[config.mk]
export PLATFORM = sky130hd
export DESIGN_NAME = usb_out_ep
export DESIGN_NICKNAME = d
export VERILOG_FILES = /design/src/usb_pkg.sv /design/src/out_ep_pkg.sv /design/src/out_packet_rx.sv /design/src/out_fifo.sv /design/src/usb_out_ep.sv
export SDC_FILE = /design/constraint.sdc
export NUM_CORES = 1
export LEC_CHECK = 0
export BUFFER_PORTS_ARGS = -buffer_cell sky130_fd_sc_hd__buf_2
export CORE_MARGIN = 5
export CORE_UTILIZATION = 45
export DETAILED_ROUTE_END_ITERATION = 16
export GPL_ROUTABILITY_DRIVEN = 0
export SLEW_MARGIN = 10
export SYNTH_ARGS = -nofsm -noshare
export SYNTH_HDL_FRONTEND = slang
export SYNTH_HIERARCHICAL = 1
export SYNTH_SLANG_ARGS = --single-unit
[constraint.sdc]
create_clock -name clk_i -period 2.81 [get_ports clk_i]
set_clock_uncertainty 0.1 [all_clocks]
set_input_delay 0.281 -clock clk_i [delete_from_list [all_inputs] [get_ports clk_i]]
set_output_delay 0.281 -clock clk_i [all_outputs]
set_load 0.03 [all_outputs]
[src/usb_pkg.sv]
/*
 USB protocol definitions shared by the OUT endpoint receive path.
 CRC values are given in the LSB-first bit order that the bus uses,
 so the register shifts right and bit 0 is the next bit out.
*/
package usb_pkg;

   // One data byte as it comes off the bus
   typedef logic [7:0] usb_byte_t;

   // Running CRC16 register
   typedef logic [15:0] crc16_t;

   // CRC16 of the DATA packets, x^16 + x^15 + x^2 + 1
   // Reflected form, applied when the bit shifted out differs
   // from the incoming data bit
   localparam crc16_t CRC16_POLY = 16'hA001;

   // Value the register holds after a clean packet has been run
   // through it with its two CRC bytes included.
   // The register starts at all ones and the sender complements
   // its CRC, so a good packet does not leave zero behind
   localparam crc16_t CRC16_RESIDUAL = 16'hB001;

   // The CRC bytes follow the payload low byte first.
   // Any payload of n bytes is therefore n+2 strobes long
   // and the shortest valid packet has two strobes

endpackage

[src/out_ep_pkg.sv]
/*
 Types that travel between the blocks of the OUT endpoint: the byte
 strobe from the packet decoder, the write strobes from the receiver
 into the OUT FIFO, and the state encodings of both blocks.
*/
package out_ep_pkg;

   // Decoded payload byte, data only counts while strobe is high
   typedef struct packed {
      usb_pkg::usb_byte_t data;
      logic               strobe;
   } rx_byte_s;

   // Receiver to FIFO, one event per ready pulse
   //   valid high          write data
   //   err high            abort the packet and roll it back
   //   valid and err low   end of packet, commit it
   typedef struct packed {
      usb_pkg::usb_byte_t data;
      logic               valid;
      logic               err;
      logic               ready;
   } fifo_wr_s;

   // Receiver states, counting how many tail bytes are held back
   typedef enum logic [1:0] {
      IDLE   = 2'd0,
      HOLD1  = 2'd1,
      STREAM = 2'd2,
      DROP   = 2'd3
   } rx_state_e;

   // FIFO write side
   typedef enum logic [1:0] {
      OUT_IDLE = 2'd0,
      OUT_DATA = 2'd1,
      OUT_NAK  = 2'd2
   } fifo_state_e;

endpackage

[src/out_packet_rx.sv]
/*
 DATA packet receiver of the OUT endpoint. Runs the CRC16 over each
 packet, holds back the two trailing CRC bytes and hands the payload to
 the OUT FIFO as single-cycle write, commit and abort strobes.
*/
module out_packet_rx (
   input  logic                 clk_i,
   input  logic                 rstn_i,
   input  out_ep_pkg::rx_byte_s rx_byte_i,
   input  logic                 rx_eop_i,
   input  logic                 rx_err_i,
   output out_ep_pkg::fifo_wr_s wr_o
);
   import usb_pkg::*;
   import out_ep_pkg::*;

   rx_state_e       state_q;
   crc16_t          crc_q;
   usb_byte_t [1:0] hold_q;
   fifo_wr_s        wr_q;
   logic            take;
   logic            crc_ok;

   // One byte through the reflected CRC16, LSB first
   function automatic crc16_t crc16_next(crc16_t crc, usb_byte_t data);
      crc16_t c;
      c = crc;
      for (int i = 0; i < 8; i++) begin
         if (c[0] ^ data[i]) begin
            c = (c >> 1) ^ CRC16_POLY;
         end else begin
            c = c >> 1;
         end
      end
      return c;
   endfunction

   // Line events take priority over a byte in the same cycle
   assign take = rx_byte_i.strobe && !rx_eop_i && !rx_err_i && (state_q != DROP);

   // Commit needs both CRC bytes seen and a matching residual
   assign crc_ok = (state_q == STREAM) && (crc_q == CRC16_RESIDUAL);

   always_ff @(posedge clk_i or negedge rstn_i) begin
      if (!rstn_i) begin
         state_q <= IDLE;
         crc_q   <= '1;
         wr_q    <= '0;
      end else begin
         wr_q.ready <= 1'b0;
         if (rx_err_i) begin
            // Abort once, then ignore the rest of the packet
            state_q <= DROP;
            crc_q   <= '1;
            if (state_q != DROP) begin
               wr_q.valid <= 1'b0;
               wr_q.err   <= 1'b1;
               wr_q.ready <= 1'b1;
            end
         end else if (rx_eop_i) begin
            state_q <= IDLE;
            crc_q   <= '1;
            // An already aborted packet ends quietly
            if (state_q != DROP) begin
               wr_q.valid <= 1'b0;
               wr_q.err   <= !crc_ok;
               wr_q.ready <= 1'b1;
            end
         end else if (take) begin
            crc_q <= crc16_next(crc_q, rx_byte_i.data);
            case (state_q)
               IDLE: begin
                  state_q <= HOLD1;
               end
               HOLD1: begin
                  state_q <= STREAM;
               end
               default: begin
                  // Two bytes already held, the oldest one is payload
                  wr_q.data  <= hold_q[1];
                  wr_q.valid <= 1'b1;
                  wr_q.err   <= 1'b0;
                  wr_q.ready <= 1'b1;
               end
            endcase
         end
      end
   end

   // Tail of the packet, hold_q[1] is the older byte
   always_ff @(posedge clk_i) begin
      if (take) begin
         hold_q <= {hold_q[0], rx_byte_i.data};
      end
   end

   assign wr_o = wr_q;

   // The FIFO sees at most one event per cycle pair
   a_ready_single : assert property (
      @(posedge clk_i) disable iff (!rstn_i)
      wr_o.ready |=> !wr_o.ready
   ) else $error("wr_o.ready high on two consecutive cycles");

endmodule

[src/out_fifo.sv]
/*
 OUT endpoint FIFO. Packets are written tentatively and committed or
 rolled back at their end; a packet that meets a full buffer is NAKed
 and dropped. Committed bytes go to the application over valid/ready,
 at most one byte every BIT_SAMPLES clocks.
*/
module out_fifo #(
   parameter int OUT_MAXPACKETSIZE = 8,
   parameter int BIT_SAMPLES       = 4
) (
   input  logic                 clk_i,
   input  logic                 rstn_i,
   input  out_ep_pkg::fifo_wr_s wr_i,
   input  logic                 app_out_ready_i,
   output usb_pkg::usb_byte_t   app_out_data_o,
   output logic                 app_out_valid_o,
   output logic                 out_empty_o,
   output logic                 out_full_o,
   output logic                 out_nak_o
);
   import usb_pkg::*;
   import out_ep_pkg::*;

   // One slot stays free so that full and empty differ
   localparam int OUT_LENGTH = OUT_MAXPACKETSIZE + 1;
   localparam int PTR_W      = (OUT_LENGTH > 1) ? $clog2(OUT_LENGTH) : 1;
   localparam int CNT_W      = (BIT_SAMPLES > 1) ? $clog2(BIT_SAMPLES) : 1;

   typedef logic [PTR_W-1:0] ptr_t;
   typedef logic [CNT_W-1:0] cnt_t;

   localparam ptr_t LAST_IDX = ptr_t'(OUT_LENGTH - 1);
   localparam cnt_t TICK_CNT = cnt_t'(BIT_SAMPLES - 1);

   usb_byte_t   mem_q [OUT_LENGTH];
   ptr_t        rd_q;
   ptr_t        last_q;
   ptr_t        tent_q;
   fifo_state_e state_q;
   logic        nak_q;
   logic        wr_full_q;
   logic        full_q;
   cnt_t        cnt_q;
   logic        wr_en;
   logic        empty;
   logic        tick;
   logic        pop;

   function automatic ptr_t ptr_inc(ptr_t p);
      return (p == LAST_IDX) ? '0 : p + 1'b1;
   endfunction

   function automatic ptr_t ptr_dec(ptr_t p);
      return (p == '0) ? LAST_IDX : p - 1'b1;
   endfunction

   // A byte is stored unless the buffer is full or the packet is NAKed
   assign wr_en = wr_i.ready && wr_i.valid && !wr_i.err &&
                  !wr_full_q && (state_q != OUT_NAK);

   always_ff @(posedge clk_i or negedge rstn_i) begin
      if (!rstn_i) begin
         state_q <= OUT_IDLE;
         last_q  <= '0;
         tent_q  <= '0;
         nak_q   <= 1'b0;
      end else if (wr_i.ready) begin
         if (wr_i.err) begin
            state_q <= OUT_IDLE;
            tent_q  <= last_q;
            nak_q   <= 1'b0;
         end else if (!wr_i.valid) begin
            state_q <= OUT_IDLE;
            // A NAKed packet is thrown away, its first bytes included
            if (nak_q) begin
               tent_q <= last_q;
            end else begin
               last_q <= tent_q;
            end
         end else if (!wr_en) begin
            state_q <= OUT_NAK;
            nak_q   <= 1'b1;
         end else begin
            state_q <= OUT_DATA;
            tent_q  <= ptr_inc(tent_q);
            nak_q   <= 1'b0;
         end
      end
   end

   always_ff @(posedge clk_i) begin
      if (wr_en) begin
         mem_q[tent_q] <= wr_i.data;
      end
   end

   // Read side, paced to the bit rate
   assign empty = (rd_q == last_q);
   assign tick  = (cnt_q == TICK_CNT);
   assign pop   = tick && !empty && app_out_ready_i;

   always_ff @(posedge clk_i or negedge rstn_i) begin
      if (!rstn_i) begin
         rd_q      <= '0;
         cnt_q     <= '0;
         wr_full_q <= 1'b0;
         full_q    <= 1'b0;
      end else if (!tick) begin
         cnt_q <= cnt_q + 1'b1;
      end else begin
         // Write side checks the tentative pointer, the flag the committed one
         wr_full_q <= (tent_q == ptr_dec(rd_q));
         full_q    <= (last_q == ptr_dec(rd_q));
         if (pop) begin
            cnt_q <= '0;
            rd_q  <= ptr_inc(rd_q);
         end
      end
   end

   assign app_out_valid_o = tick && !empty;
   assign app_out_data_o  = mem_q[rd_q];
   assign out_empty_o     = empty;
   assign out_full_o      = full_q;
   assign out_nak_o       = nak_q;

   // Offered byte holds until the application takes it
   a_out_stable : assert property (
      @(posedge clk_i) disable iff (!rstn_i)
      app_out_valid_o && !app_out_ready_i |=> app_out_valid_o && $stable(app_out_data_o)
   ) else $error("app_out_data_o changed while offered");

   a_full_empty : assert property (
      @(posedge clk_i) disable iff (!rstn_i)
      !(out_full_o && out_empty_o)
   ) else $error("FIFO flagged full and empty at once");

endmodule

[src/usb_out_ep.sv]
/*
 Receive path of a USB full-speed OUT endpoint. Takes decoded DATA
 payload bytes, checks and strips the CRC16 and buffers good packets
 for the application behind a valid/ready byte stream.
*/
module usb_out_ep #(
   // Payload capacity in bytes
   parameter int OUT_MAXPACKETSIZE = 8,
   // clk_i runs at 12 MHz times this
   parameter int BIT_SAMPLES       = 4
) (
   input  logic                 clk_i,
   input  logic                 rstn_i,
   input  out_ep_pkg::rx_byte_s rx_byte_i,
   input  logic                 rx_eop_i,
   input  logic                 rx_err_i,
   input  logic                 app_out_ready_i,
   output usb_pkg::usb_byte_t   app_out_data_o,
   output logic                 app_out_valid_o,
   output logic                 out_empty_o,
   output logic                 out_full_o,
   output logic                 out_nak_o
);
   import out_ep_pkg::*;

   // Write, commit and abort strobes into the FIFO
   fifo_wr_s wr;

   out_packet_rx i_out_packet_rx (
      .clk_i     (clk_i),
      .rstn_i    (rstn_i),
      .rx_byte_i (rx_byte_i),
      .rx_eop_i  (rx_eop_i),
      .rx_err_i  (rx_err_i),
      .wr_o      (wr)
   );

   out_fifo #(
      .OUT_MAXPACKETSIZE (OUT_MAXPACKETSIZE),
      .BIT_SAMPLES       (BIT_SAMPLES)
   ) i_out_fifo (
      .clk_i           (clk_i),
      .rstn_i          (rstn_i),
      .wr_i            (wr),
      .app_out_ready_i (app_out_ready_i),
      .app_out_data_o  (app_out_data_o),
      .app_out_valid_o (app_out_valid_o),
      .out_empty_o     (out_empty_o),
      .out_full_o      (out_full_o),
      .out_nak_o       (out_nak_o)
   );

endmodule

==> results of run 1 <==
worst max path at each step:
stage | startpoint | to | slack (ps) | cells after the start
after global routing | i_out_fifo/rd_q[0]$_DFFE_PN0P_ | app_out_data_o[4] | 40 | 5
after global placement | i_out_packet_rx/wr_o[2]$_DFFE_PN0P_ | i_out_fifo/mem_q[4][1]$_DFFE_PP_ | 470 | 4
after floorplan | i_out_packet_rx/state_q[1]$_DFFE_PN0P_ | i_out_packet_rx/wr_o[10]$_DFFE_PN0P_ | 260 | 6
final | i_out_fifo/rd_q[0]$_DFFE_PN0P_ | app_out_data_o[4] | 200 | 5
after detailed placement | i_out_packet_rx/wr_o[2]$_DFFE_PN0P_ | i_out_fifo/mem_q[4][3]$_DFFE_PP_ | 340 | 4
after CTS | i_out_fifo/rd_q[0]$_DFFE_PN0P_ | app_out_data_o[4] | 170 | 5
power breakdown:
| part | internal, uW | leakage (uW) | switching [uW] |
|---|---|---|---|
| sequential | 2340 | 0.00137 | 235 |
| combinational | 761 | 0.00102 | 916 |
| clock | 1390 | 0.000271 | 792 |
| total | 4490 | 0.00266 | 1940 |
cells by family (layout without fill, tap and decap cells):
kind of cell	count (synthesis)	after routing	share of synthesized area, %
buf+inv	38	95	2.80
simple gates	96	96	8.30
fa+ha+maj	8	8	1.64
compound gates	68	68	7.79
xor+xnor	31	31	5.87
flops	136	136	63.2
mux	41	41	10.4
registers in the layout, indices dropped and copies added, names as in the netlist:
| signal | count |
|---|---|
| i_out_fifo/state_q | 2 |
| i_out_packet_rx/state_q | 2 |
| i_out_packet_rx/hold_q | 16 |
| i_out_packet_rx/wr_o | 11 |
| i_out_fifo/tent_q | 4 |
| i_out_fifo/out_full_o | 1 |
| i_out_fifo/out_nak_o | 1 |
| i_out_packet_rx/crc_q | 16 |
| i_out_fifo/cnt_q | 2 |
| i_out_fifo/mem_q | 72 |
| i_out_fifo/rd_q | 4 |
| i_out_fifo/wr_full_q | 1 |
| i_out_fifo/last_q | 4 |
critical path, stage by stage, from the launching register on:
cell and delay, ps:
dfrtp_1 620, buf_12 230, mux4_2 500, mux2i_1 180, o21ai_1 100, buf_2 180
placed cells by master (no fill, tap or decap), types with 10 or more instances in the layout:
cell type | netlist | final
buf_2 | 8 | 25
buf_4 | 1 | 14
clkbuf_16 | 0 | 17
dfrtp_1 | 32 | 32
dfstp_2 | 16 | 16
edfxtp_1 | 88 | 88
inv_1 | 13 | 13
mux2_2 | 13 | 13
mux4_2 | 16 | 16
nand2_1 | 38 | 38
nor2b_1 | 10 | 10
o21ai_0 | 12 | 12
o21ai_1 | 11 | 11
xnor2_1 | 17 | 17
what timing repair did:
action,CTS,global route
hold buffers,9,0
endpoints found under the hold margin,41,0
gates resized for setup,0,0
final cells by class:
class | instances | area [sq um] | share of cell area, %
multi-input cells | 244 | 2080 | 29.2
flip-flops and latches | 136 | 3860 | 54.2
repair buffers | 49 | 340 | 4.77
clock inverters | 9 | 128 | 1.79
clock buffers | 23 | 448 | 6.28
well taps | 176 | 220 | 3.09
inverters | 14 | 52.6 | 0.737
synthesized netlist by cell type (all sizes together), types with 3 or more instances:
| cell type | instances | share of area, % |
|---|---|---|
| nand2 | 39 | 2.5 |
| a22oi | 4 | 0.49 |
| o21ai | 24 | 2.0 |
| xnor3 | 3 | 1.1 |
| edfxtp | 88 | 43 |
| nor2b | 10 | 1.0 |
| mux2i | 9 | 1.5 |
| nand3 | 9 | 0.82 |
| xnor2 | 19 | 3.0 |
| dfrtp | 32 | 13 |
| dfstp | 16 | 6.9 |
| mux4 | 16 | 5.9 |
| ha | 8 | 1.6 |
| mux2 | 16 | 3.1 |
| inv | 14 | 0.86 |
| xor2 | 9 | 1.8 |
| o211ai | 9 | 1.1 |
| buf | 12 | 1.2 |
| a21oi | 8 | 0.65 |
| nor4 | 7 | 0.72 |
| clkbuf | 12 | 0.74 |
| nor2 | 13 | 0.96 |
routing by layer:
layer | vias up | global-route usage [%] | share of wire [%]
met3 | 13 | 4.25 | 4.6
met4 | 0 | 5.49 | 1.6
met1 | 1762 | 20.9 | 44
met2 | 87 | 24.8 | 50
met5 | - | 0 | 0
li1 | 1651 | - | -
stage by stage:
| step | total power, uW | instances | utilization [%] |
|---|---|---|---|
| floorplan | 3870 | 418 | - |
| global placement | 4270 | 610 | 48.7 |
| detailed placement | 4300 | 610 | 48.7 |
| CTS | 6510 | 651 | 53.7 |
| global route | 6780 | 651 | 53.7 |
| finish | 6430 | 651 | 53.7 |
==> results by group, run 1 <==
Placement
  • Placed instance area: about 0.0065 sq mm
  • Port bufs: 25
  • Hpwl dp: 7780 um
  • Pre-CTS setup slack: between 300 and 400 ps

Global route
  • Initial antenna violation count: 0
  • Largest net degree at the start of global routing: 34
  • Overflow after GRT: 0
  • Gr usage total: 15.6%
  • First-pass GRT wire length: 19300 um
  • Number of global-route vias before repair: 3627

Detailed routing
  • Vias after detailed routing: roughly 3500
  • Wirelength per Cell: ~18 um
  • Post-Route WL: 11600 um
  • Via density: 5.40
  • Initial drt markers: between 200 and 300
  • Initial DRT Pass Iterations: 4
  • Detail Route Antenna Nets: 0
  • Drt drc: 0

Clock network
  • CTS HTree Levels: 4
  • Worst-skew pair later-pin latency: 410 ps
  • CTS root buffer: clkbuf_16
  • Clk sinks: 136
  • Total setup buffers inserted after CTS: 0
  • CTS tree: yes
  • Clock transition at path regs: 60 ps
  • Clock buffer depth: 2
  • CTS buffer count: 17

Layout
  • # diodes: 0
  • Layout net count: 484
  • Area growth syn-to-layout: 16.6%
  • Layout cells sized above 1: 27.6%
  • Fillers: 1087
  • Final instance area: 0.00713 sq mm

Synth
  • Register bit total from synthesis: 136
  • Synth Cell Area: 0.00612 sq mm
  • Top_reg_cell synth: edfxtp_1
  • EDFF count, synth: 88
  • Syn Area/Cell: 14.6 sq um
  • Post-Synthesis Cells: between 400 and 500
  • Post-Syn Nets: 440
  • Part of the Yosys area used for sequential elements: 63.2%
  • Library cells used by synthesis: 67
  • Async set-reset flop share out of synthesis: a little over a third
  • YS warnings: 6

Setup path
  • R2R depth: 4
  • Crit path kind: flip-flop to primary output
  • R2R Path End: i_out_fifo/mem_q[4][5]$_DFFE_PP_
  • Crit path required time: between 2000 and 2500 ps
  • Crit Path Max Fanout: 14
  • Worst EP arrival: 2230 ps
  • Setup crit end kind: primary output
  • RR Startpoint: i_out_packet_rx/wr_o[2]$_DFFE_PN0P_
  • FF-to-FF setup slack: 380 ps
  • Crit start category: flip-flop

STA
  • Setup_tns: 0 ps
  • Min cycle time layout: roughly 2600 ps
  • Final period util: 92.8%
  • Worst hold slack: around 22 ps
  • Final setup viols: 0
  • Slew @ Worst Pin: 809 ps
  • Slew headroom: 46.1%
  • RSZ-0062 raised after global routing: false
  • Final Hold Violating Endpoints: 0
  • Slew Limit Fails: 0
  • Worst setup margin: a little over 200 ps
  • Maximum clock rate: 383 MHz

Hold path
  • Hold Crit Depth: 1
  • Worst min-delay path class: primary input to flip-flop
  • Hold path endpoint: i_out_packet_rx/hold_q[1]$_DFFE_PP_
  • Min-delay src: rx_byte_i[2]

Power
  • Peak supply drop: 392 uV
  • Cell leakage power: 0.00266 uW
  • Pwr Density: 901 mW/mm^2

Run
  • Max-Cap Viols: 0

Outcome
  • Status: finished, final reports clean

Floorplan
  • Initial Util: 46.0%
  • Number of core rows: 42
  • # IOs: 26
  • Die Y: between 100 and 150 um
  • Die Width: roughly 130 um
  • CORE AREA: roughly 0.013 sq mm
  • Die area: 0.0160 sq mm
Note: power is estimated with default switching activity, not from simulation.
==> run 2: changes to the inputs <==
--- a/config.mk
+++ b/config.mk
@@ -10,6 +10,7 @@
 export CORE_UTILIZATION = 45
 export DETAILED_ROUTE_END_ITERATION = 16
 export GPL_ROUTABILITY_DRIVEN = 0
+export RECOVER_POWER = 100
 export SLEW_MARGIN = 10
 export SYNTH_ARGS = -nofsm -noshare
 export SYNTH_HDL_FRONTEND = slang
==> results by group, run 2 (same netlist as run 1, synthesis figures left out) <==
STA
  • Maximum clock rate: 382 MHz (-0.46%)
  • Setup_tns: 0 ps (unchanged)
  • Slew Limit Fails: 34 (+34)
  • Min cycle time layout: 2620 ps (+12.1 ps)
  • Slew @ Worst Pin: 1980 ps (+1170 ps)
  • Final Hold Violating Endpoints: 0 (unchanged)
  • Final period util: 93.3% (+0.43 points)
  • Final setup viols: 0 (unchanged)
  • RSZ-0062 raised after global routing: false
  • Slew headroom: -32.1% (-78 points)

Outcome
  • Failing checks: max-capacitance violations, max-slew violations
  • Status: complete, but fails checks

Layout
  • Top Registers: i_out_fifo/mem_q (72), i_out_packet_rx/crc_q (16), i_out_packet_rx/hold_q (16)
  • Fillers: 1108 (+1.9%)
  • Area growth syn-to-layout: 15.2%
  • # diodes: 0 (unchanged)
  • Commonest non-fill, non-tap cell in the layout: edfxtp_1
  • Most frequent cells in the layout: 88 x edfxtp_1, 39 x nand2_1, 32 x dfrtp_1
  • Max reg flops: 72 (unchanged)
  • Core Util, Final: 53.0% (-0.66 points)
  • Biggest register: i_out_fifo/mem_q
  • Layout net count: 484 (unchanged)
  • Layout cells sized above 1: 21.1% (-6.5 points)

Floorplan
  • Number of core rows: 42 (unchanged)
  • Initial Util: 46.0% (unchanged)
  • Die Width: 127 um (unchanged)
  • CORE AREA: 0.0133 sq mm (unchanged)
  • Die area: 0.0160 sq mm (unchanged)
  • Die Y: 127 um (unchanged)
  • # IOs: 26 (unchanged)

Power
  • Pwr Density: 908 mW/mm^2 (+0.72%)
  • Comb power frac: 25.6% (-0.5 points)
  • Peak supply drop: 392 uV (about the same)
  • Internal Power: 4460 uW (-0.64%)
  • Cell leakage power: 0.00257 uW (-3.3%)
  • Switching Share: 30.3% (+0.084 points)
  • Seq pwr share: 40.2% (+0.2 points)
  • Clock share of power: 34.2% (+0.3 points)
  • Switch Pwr: 1940 uW (-0.24%)

Global route
  • Initial antenna violation count: 0 (unchanged)
  • Number of global-route vias before repair: 3627 (unchanged)
  • First-pass GRT wire length: 19300 um (unchanged)
  • Overflow after GRT: 0 (unchanged)
  • Gr usage total: 15.6% (unchanged)
  • Largest net degree at the start of global routing: 34 (unchanged)

Clock network
  • CTS tree: yes
  • CTS root buffer: clkbuf_16
  • CTS buffer count: 17 (unchanged)
  • CTS HTree Levels: 4 (unchanged)
  • Worst-skew pair later-pin latency: 410 ps (about the same)
  • Post_cts resized: 0 (unchanged)
  • Clock transition at path regs: 50 ps (about the same)
  • Clock buffer depth: 2 (unchanged)
  • Clk sinks: 136 (unchanged)

Hold path
  • Hold Crit Depth: 2 (+1)
  • Worst min-delay path class: primary input to flip-flop

Detailed routing
  • Vias after detailed routing: 3506 (-0.20%)
  • Initial DRT Pass Iterations: 5 (+1)
  • Detail Route Antenna Nets: 0 (unchanged)
  • Wirelength per Cell: 17.9 um (+0.35%)
  • Via density: 5.39 (-0.20%)
  • Post-Route WL: 11600 um (+0.35%)
  • Drt drc: 0 (unchanged)
  • Initial drt markers: 230 (-16%)

Placement
  • Hpwl dp: 7780 um (unchanged)
  • Port bufs: 25 (unchanged)

Setup path
  • R2R depth: 4 (unchanged)
  • Crit path required time: 2430 ps (about the same)
  • Crit start category: flip-flop
  • Crit Path Max Fanout: 14 (unchanged)
  • Crit path kind: flip-flop to primary output
  • Setup crit end kind: primary output
  • Worst EP arrival: 2240 ps (about the same)

Run
  • Max-Cap Viols: 1 (+1)
[run 2: cell types whose count changed in the layout (fill, tap and decap cells not counted), sizes merged]
cell | previous run | this run
clkbuf | 23 | 52
buf | 40 | 11
[run 2: final cells by class]
class / count / area (sq um) / share of cell area, %
clock inverters: 9 / 128 / 1.81
multi-input cells: 244 / 2040 / 29.0
clock buffers: 23 / 448 / 6.36
flip-flops and latches: 136 / 3860 / 54.8
well taps: 176 / 220 / 3.12
repair buffers: 49 / 294 / 4.17
inverters: 14 / 52.6 / 0.746
[run 2: final timing paths]
| check | slack (ps) | to | from |
|---|---|---|---|
| max | 190 | app_out_data_o[4] | i_out_fifo/rd_q[0]$_DFFE_PN0P_ |
| min | 30 | i_out_packet_rx/state_q[1]$_DFFE_PN0P_ | rx_err_i |
| max reg2reg | 200 | i_out_fifo/mem_q[6][3]$_DFFE_PP_ | i_out_packet_rx/wr_o[2]$_DFFE_PN0P_ |
| min reg2reg | 320 | i_out_packet_rx/hold_q[10]$_DFFE_PP_ | i_out_packet_rx/hold_q[2]$_DFFE_PP_ |
| max in group asynchronous | 430 | i_out_packet_rx/crc_q[15]$_DFFE_PN1P_ | rstn_i |
| min in group asynchronous | 860 | i_out_packet_rx/state_q[1]$_DFFE_PN0P_ | rstn_i |
[run 2: routing by layer]
layer  track usage [%]  wire (um)  up-vias
met2              24.8       5690       89
li1                  -          -     1647
met3              4.25        555        9
met5                 0          0        -
met1              20.9       5250     1761
met4              5.49        132        0
[run 2: stage by stage]
| step | power [uW] | setup WS [ps] | std cells | cell area, sq um | hold slack, ps |
|---|---|---|---|---|---|
| 3_3_place_gp | 4270 | 466 | 610 | 6470 | 303 |
| 3_5_place_dp | 4300 | 341 | 610 | 6470 | 305 |
| 6_report | 6400 | 189 | 651 | 7050 | 26.2 |
| 5_1_grt | 6740 | 21.4 | 651 | 7050 | 23.8 |
| 2_1_floorplan | 3870 | 263 | 418 | 6120 | -115 |
| 4_1_cts | 6510 | 165 | 651 | 7130 | 3.50 |
[run 2: power groups by stage]
stage | sequential (uW) | clock (uW) | combinational [uW]
after floorplan | 2480 | 0 | 1390
after global placement | 2600 | 0 | 1660
after detailed placement | 2610 | 0 | 1690
after CTS | 2580 | 2230 | 1700
after global routing | 2600 | 2330 | 1800
final | 2570 | 2180 | 1640
[run 2: worst max-delay path, stage by stage (launching register included)]
cell      delay (ps)
dfrtp_1          620
buf_12           230
mux4_2           500
mux2i_1          180
o21ai_1          100
clkbuf_2         190
[run 2: what timing repair did]
item	CTS	global route
endpoints found under the hold margin	41	0
hold buffers	9	0
buffers inserted	0	0
==> run 3: changes to the inputs <==
--- a/config.mk
+++ b/config.mk
@@ -6,6 +6,7 @@
 export NUM_CORES = 1
 export LEC_CHECK = 0
 export BUFFER_PORTS_ARGS = -buffer_cell sky130_fd_sc_hd__buf_2
+export CORE_ASPECT_RATIO = 0.75
 export CORE_MARGIN = 5
 export CORE_UTILIZATION = 45
 export DETAILED_ROUTE_END_ITERATION = 16
==> results by group, run 3 (same netlist as run 1, synthesis figures left out) <==
Detailed routing
  • Drt drc: 0 (unchanged)
  • Detail Route Antenna Nets: 0 (unchanged)
  • Wirelength per Cell: 18.0 um (+0.90%)
  • Met2 WL post-DR: 5390 um (-5.2%)
  • Metal-1 WL: 5810 um (+11%)
  • Initial drt markers: 283 (+23%)
  • Top Layer Used: met4
  • Post-Route WL: 11600 um (+0.13%)
  • Via density: 5.38 (about the same)
  • Met3 wire length: 398 um (-28%)
  • Initial DRT Pass Iterations: 4 (-1)
  • Vias after detailed routing: 3478 (-0.80%)

Layout
  • Top Registers: i_out_fifo/mem_q (72), i_out_packet_rx/crc_q (16), i_out_packet_rx/hold_q (16)
  • Layout net count: 484 (unchanged)
  • Most frequent cells in the layout: 88 x edfxtp_1, 38 x nand2_1, 32 x dfrtp_1
  • Max reg flops: 72 (unchanged)
  • Layout cells sized above 1: 20.2% (-0.84 points)
  • # diodes: 0 (unchanged)
  • Biggest register: i_out_fifo/mem_q
  • Commonest non-fill, non-tap cell in the layout: edfxtp_1
  • Area growth syn-to-layout: 15.4%
  • Final instance area: 0.00706 sq mm (+0.18%)

Setup path
  • CP Launch Point: i_out_packet_rx/wr_o[2]$_DFFE_PN0P_
  • Worst EP arrival: 2490 ps (+250 ps)
  • RR Startpoint: i_out_packet_rx/wr_o[2]$_DFFE_PN0P_
  • Crit start category: flip-flop
  • R2R depth: 4 (unchanged)
  • Crit Path Max Fanout: 13 (-1)
  • Crit path kind: flip-flop to flip-flop
  • Setup crit end kind: flip-flop
  • Crit path required time: 2740 ps (+310 ps)

STA
  • Maximum clock rate: 390 MHz (+2.2%)
  • Final setup viols: 0 (unchanged)
  • Slew @ Worst Pin: 1070 ps (-910 ps)
  • Final Hold Violating Endpoints: 0 (unchanged)
  • RSZ-0062 raised after global routing: false
  • Final period util: 91.3% (-2.0 points)
  • Min cycle time layout: 2570 ps (-55.7 ps)
  • Slew headroom: 28.6% (+61 points)
  • Slew Limit Fails: 0 (-100%)
  • Setup_tns: 0 ps (unchanged)
  • Worst hold slack: 41.8 ps (+15.6 ps)

Floorplan
  • # IOs: 26 (unchanged)
  • Die Width: 145 um (+14%)
  • Initial Util: 46.5% (+0.50 points)
  • Die area: 0.0160 sq mm (+0.15%)
  • Number of core rows: 36 (-14%)
  • CORE AREA: 0.0132 sq mm (-1.1%)
  • Die Y: 111 um (-12%)

Hold path
  • Hold Crit Depth: 2 (unchanged)
  • Worst min-delay path class: primary input to flip-flop
  • Min-delay src: rx_err_i

Power
  • Comb power frac: 25.8% (+0.2 points)
  • Switch Pwr: 1950 uW (+0.50%)
  • Peak supply drop: 449 uV (+15%)
  • Pwr Density: 909 mW/mm^2 (+0.20%)
  • Internal Power: 4470 uW (+0.33%)
  • Cell leakage power: 0.00258 uW (about the same)
  • Clock share of power: 34.8% (+0.6 points)
  • Switching Share: 30.3% (+0.036 points)
  • Seq pwr share: 39.4% (-0.8 points)

Clock network
  • Worst-skew pair later-pin latency: 400 ps (about the same)
  • Clock transition at path regs: 50 ps (about the same)
  • CTS buffer count: 17 (unchanged)
  • CTS tree: yes
  • CTS root buffer: clkbuf_16
  • CTS HTree Levels: 4 (unchanged)
  • Clock buffer depth: 2 (unchanged)
  • Clk sinks: 136 (unchanged)
  • Post_cts resized: 0 (unchanged)

Global route
  • Largest net degree at the start of global routing: 31 (-8.8%)
  • Gr usage total: 15.6% (about the same)
  • Overflow after GRT: 0 (unchanged)
  • Initial antenna violation count: 0 (unchanged)
  • First-pass GRT wire length: 19400 um (+0.68%)
  • Number of global-route vias before repair: 3574 (-1.5%)

Placement
  • Port bufs: 25 (unchanged)
  • Placed instance area: 0.00645 sq mm (-0.29%)
  • Hpwl dp: 7960 um (+2.3%)

Outcome
  • Status: finished, final reports clean

Run
  • Max-Cap Viols: 0 (-1)
[run 3: changes by cell type in the layout (fill, tap and decap cells not counted), sizes merged]
cell and delta:
buf -1, clkinv +2, bufinv -1
[run 3: final timing paths]
path	end	slack, ps
worst max-delay path	i_out_fifo/mem_q[6][4]$_DFFE_PP_	240
worst min-delay path	i_out_packet_rx/state_q[1]$_DFFE_PN0P_	40
min in group asynchronous	i_out_packet_rx/state_q[0]$_DFFE_PN0P_	490
worst max register to register	i_out_fifo/mem_q[6][4]$_DFFE_PP_	240
max in group asynchronous	i_out_packet_rx/wr_o[10]$_DFFE_PN0P_	780
worst min register to register	i_out_packet_rx/hold_q[15]$_DFFE_PP_	320
[run 3: critical path: stages (launching register included)]
cell      delay (ps)
dfrtp_1          550
nand3b_1         110
or3_1            440
or3b_1           500
nor2_1           490
[run 3: metal layers]
| metal | GRT usage (%) | up-vias |
|---|---|---|
| met5 | 0 | - |
| met4 | 3.60 | 0 |
| met3 | 3.84 | 2 |
| met2 | 23.0 | 49 |
| met1 | 23.6 | 1773 |
| li1 | - | 1654 |
[run 3: per-stage QoR]
| step | total power (uW) | util [%] | cells | setup WS (ps) |
|---|---|---|---|---|
| after floorplan | 3870 | - | 418 | 263 |
| after global placement | 4260 | 49.0 | 605 | 449 |
| after detailed placement | 4290 | 49.0 | 605 | 376 |
| after CTS | 6560 | 54.4 | 646 | 277 |
| after global routing | 6780 | 53.7 | 646 | 96.6 |
| final | 6420 | 53.7 | 646 | 245 |
[run 3: cell type report]
type	count	area, sq um
Clock buffer	22	497
Clock inverter	10	115
Fill cell	1121	6090
Inverter	14	52.6
Multi-Input combinational cell	244	2050
Sequential cell	136	3860
Tap cell	171	214
Timing Repair Buffer	49	272
[run 3: power by group through the flow]
stage,registers [uW],logic (uW),clock network [uW]
detailed placement,2570,1720,0
global placement,2560,1690,0
finish,2530,1660,2230
floorplan,2480,1390,0
global route,2560,1830,2390
CTS,2530,1740,2290
[run 3: timing repair]
item	4_1_cts	5_1_grt
setup buffers	0	0
hold endpoints to repair	11	0
hold buffers	9	0
setup endpoints to repair	0	0
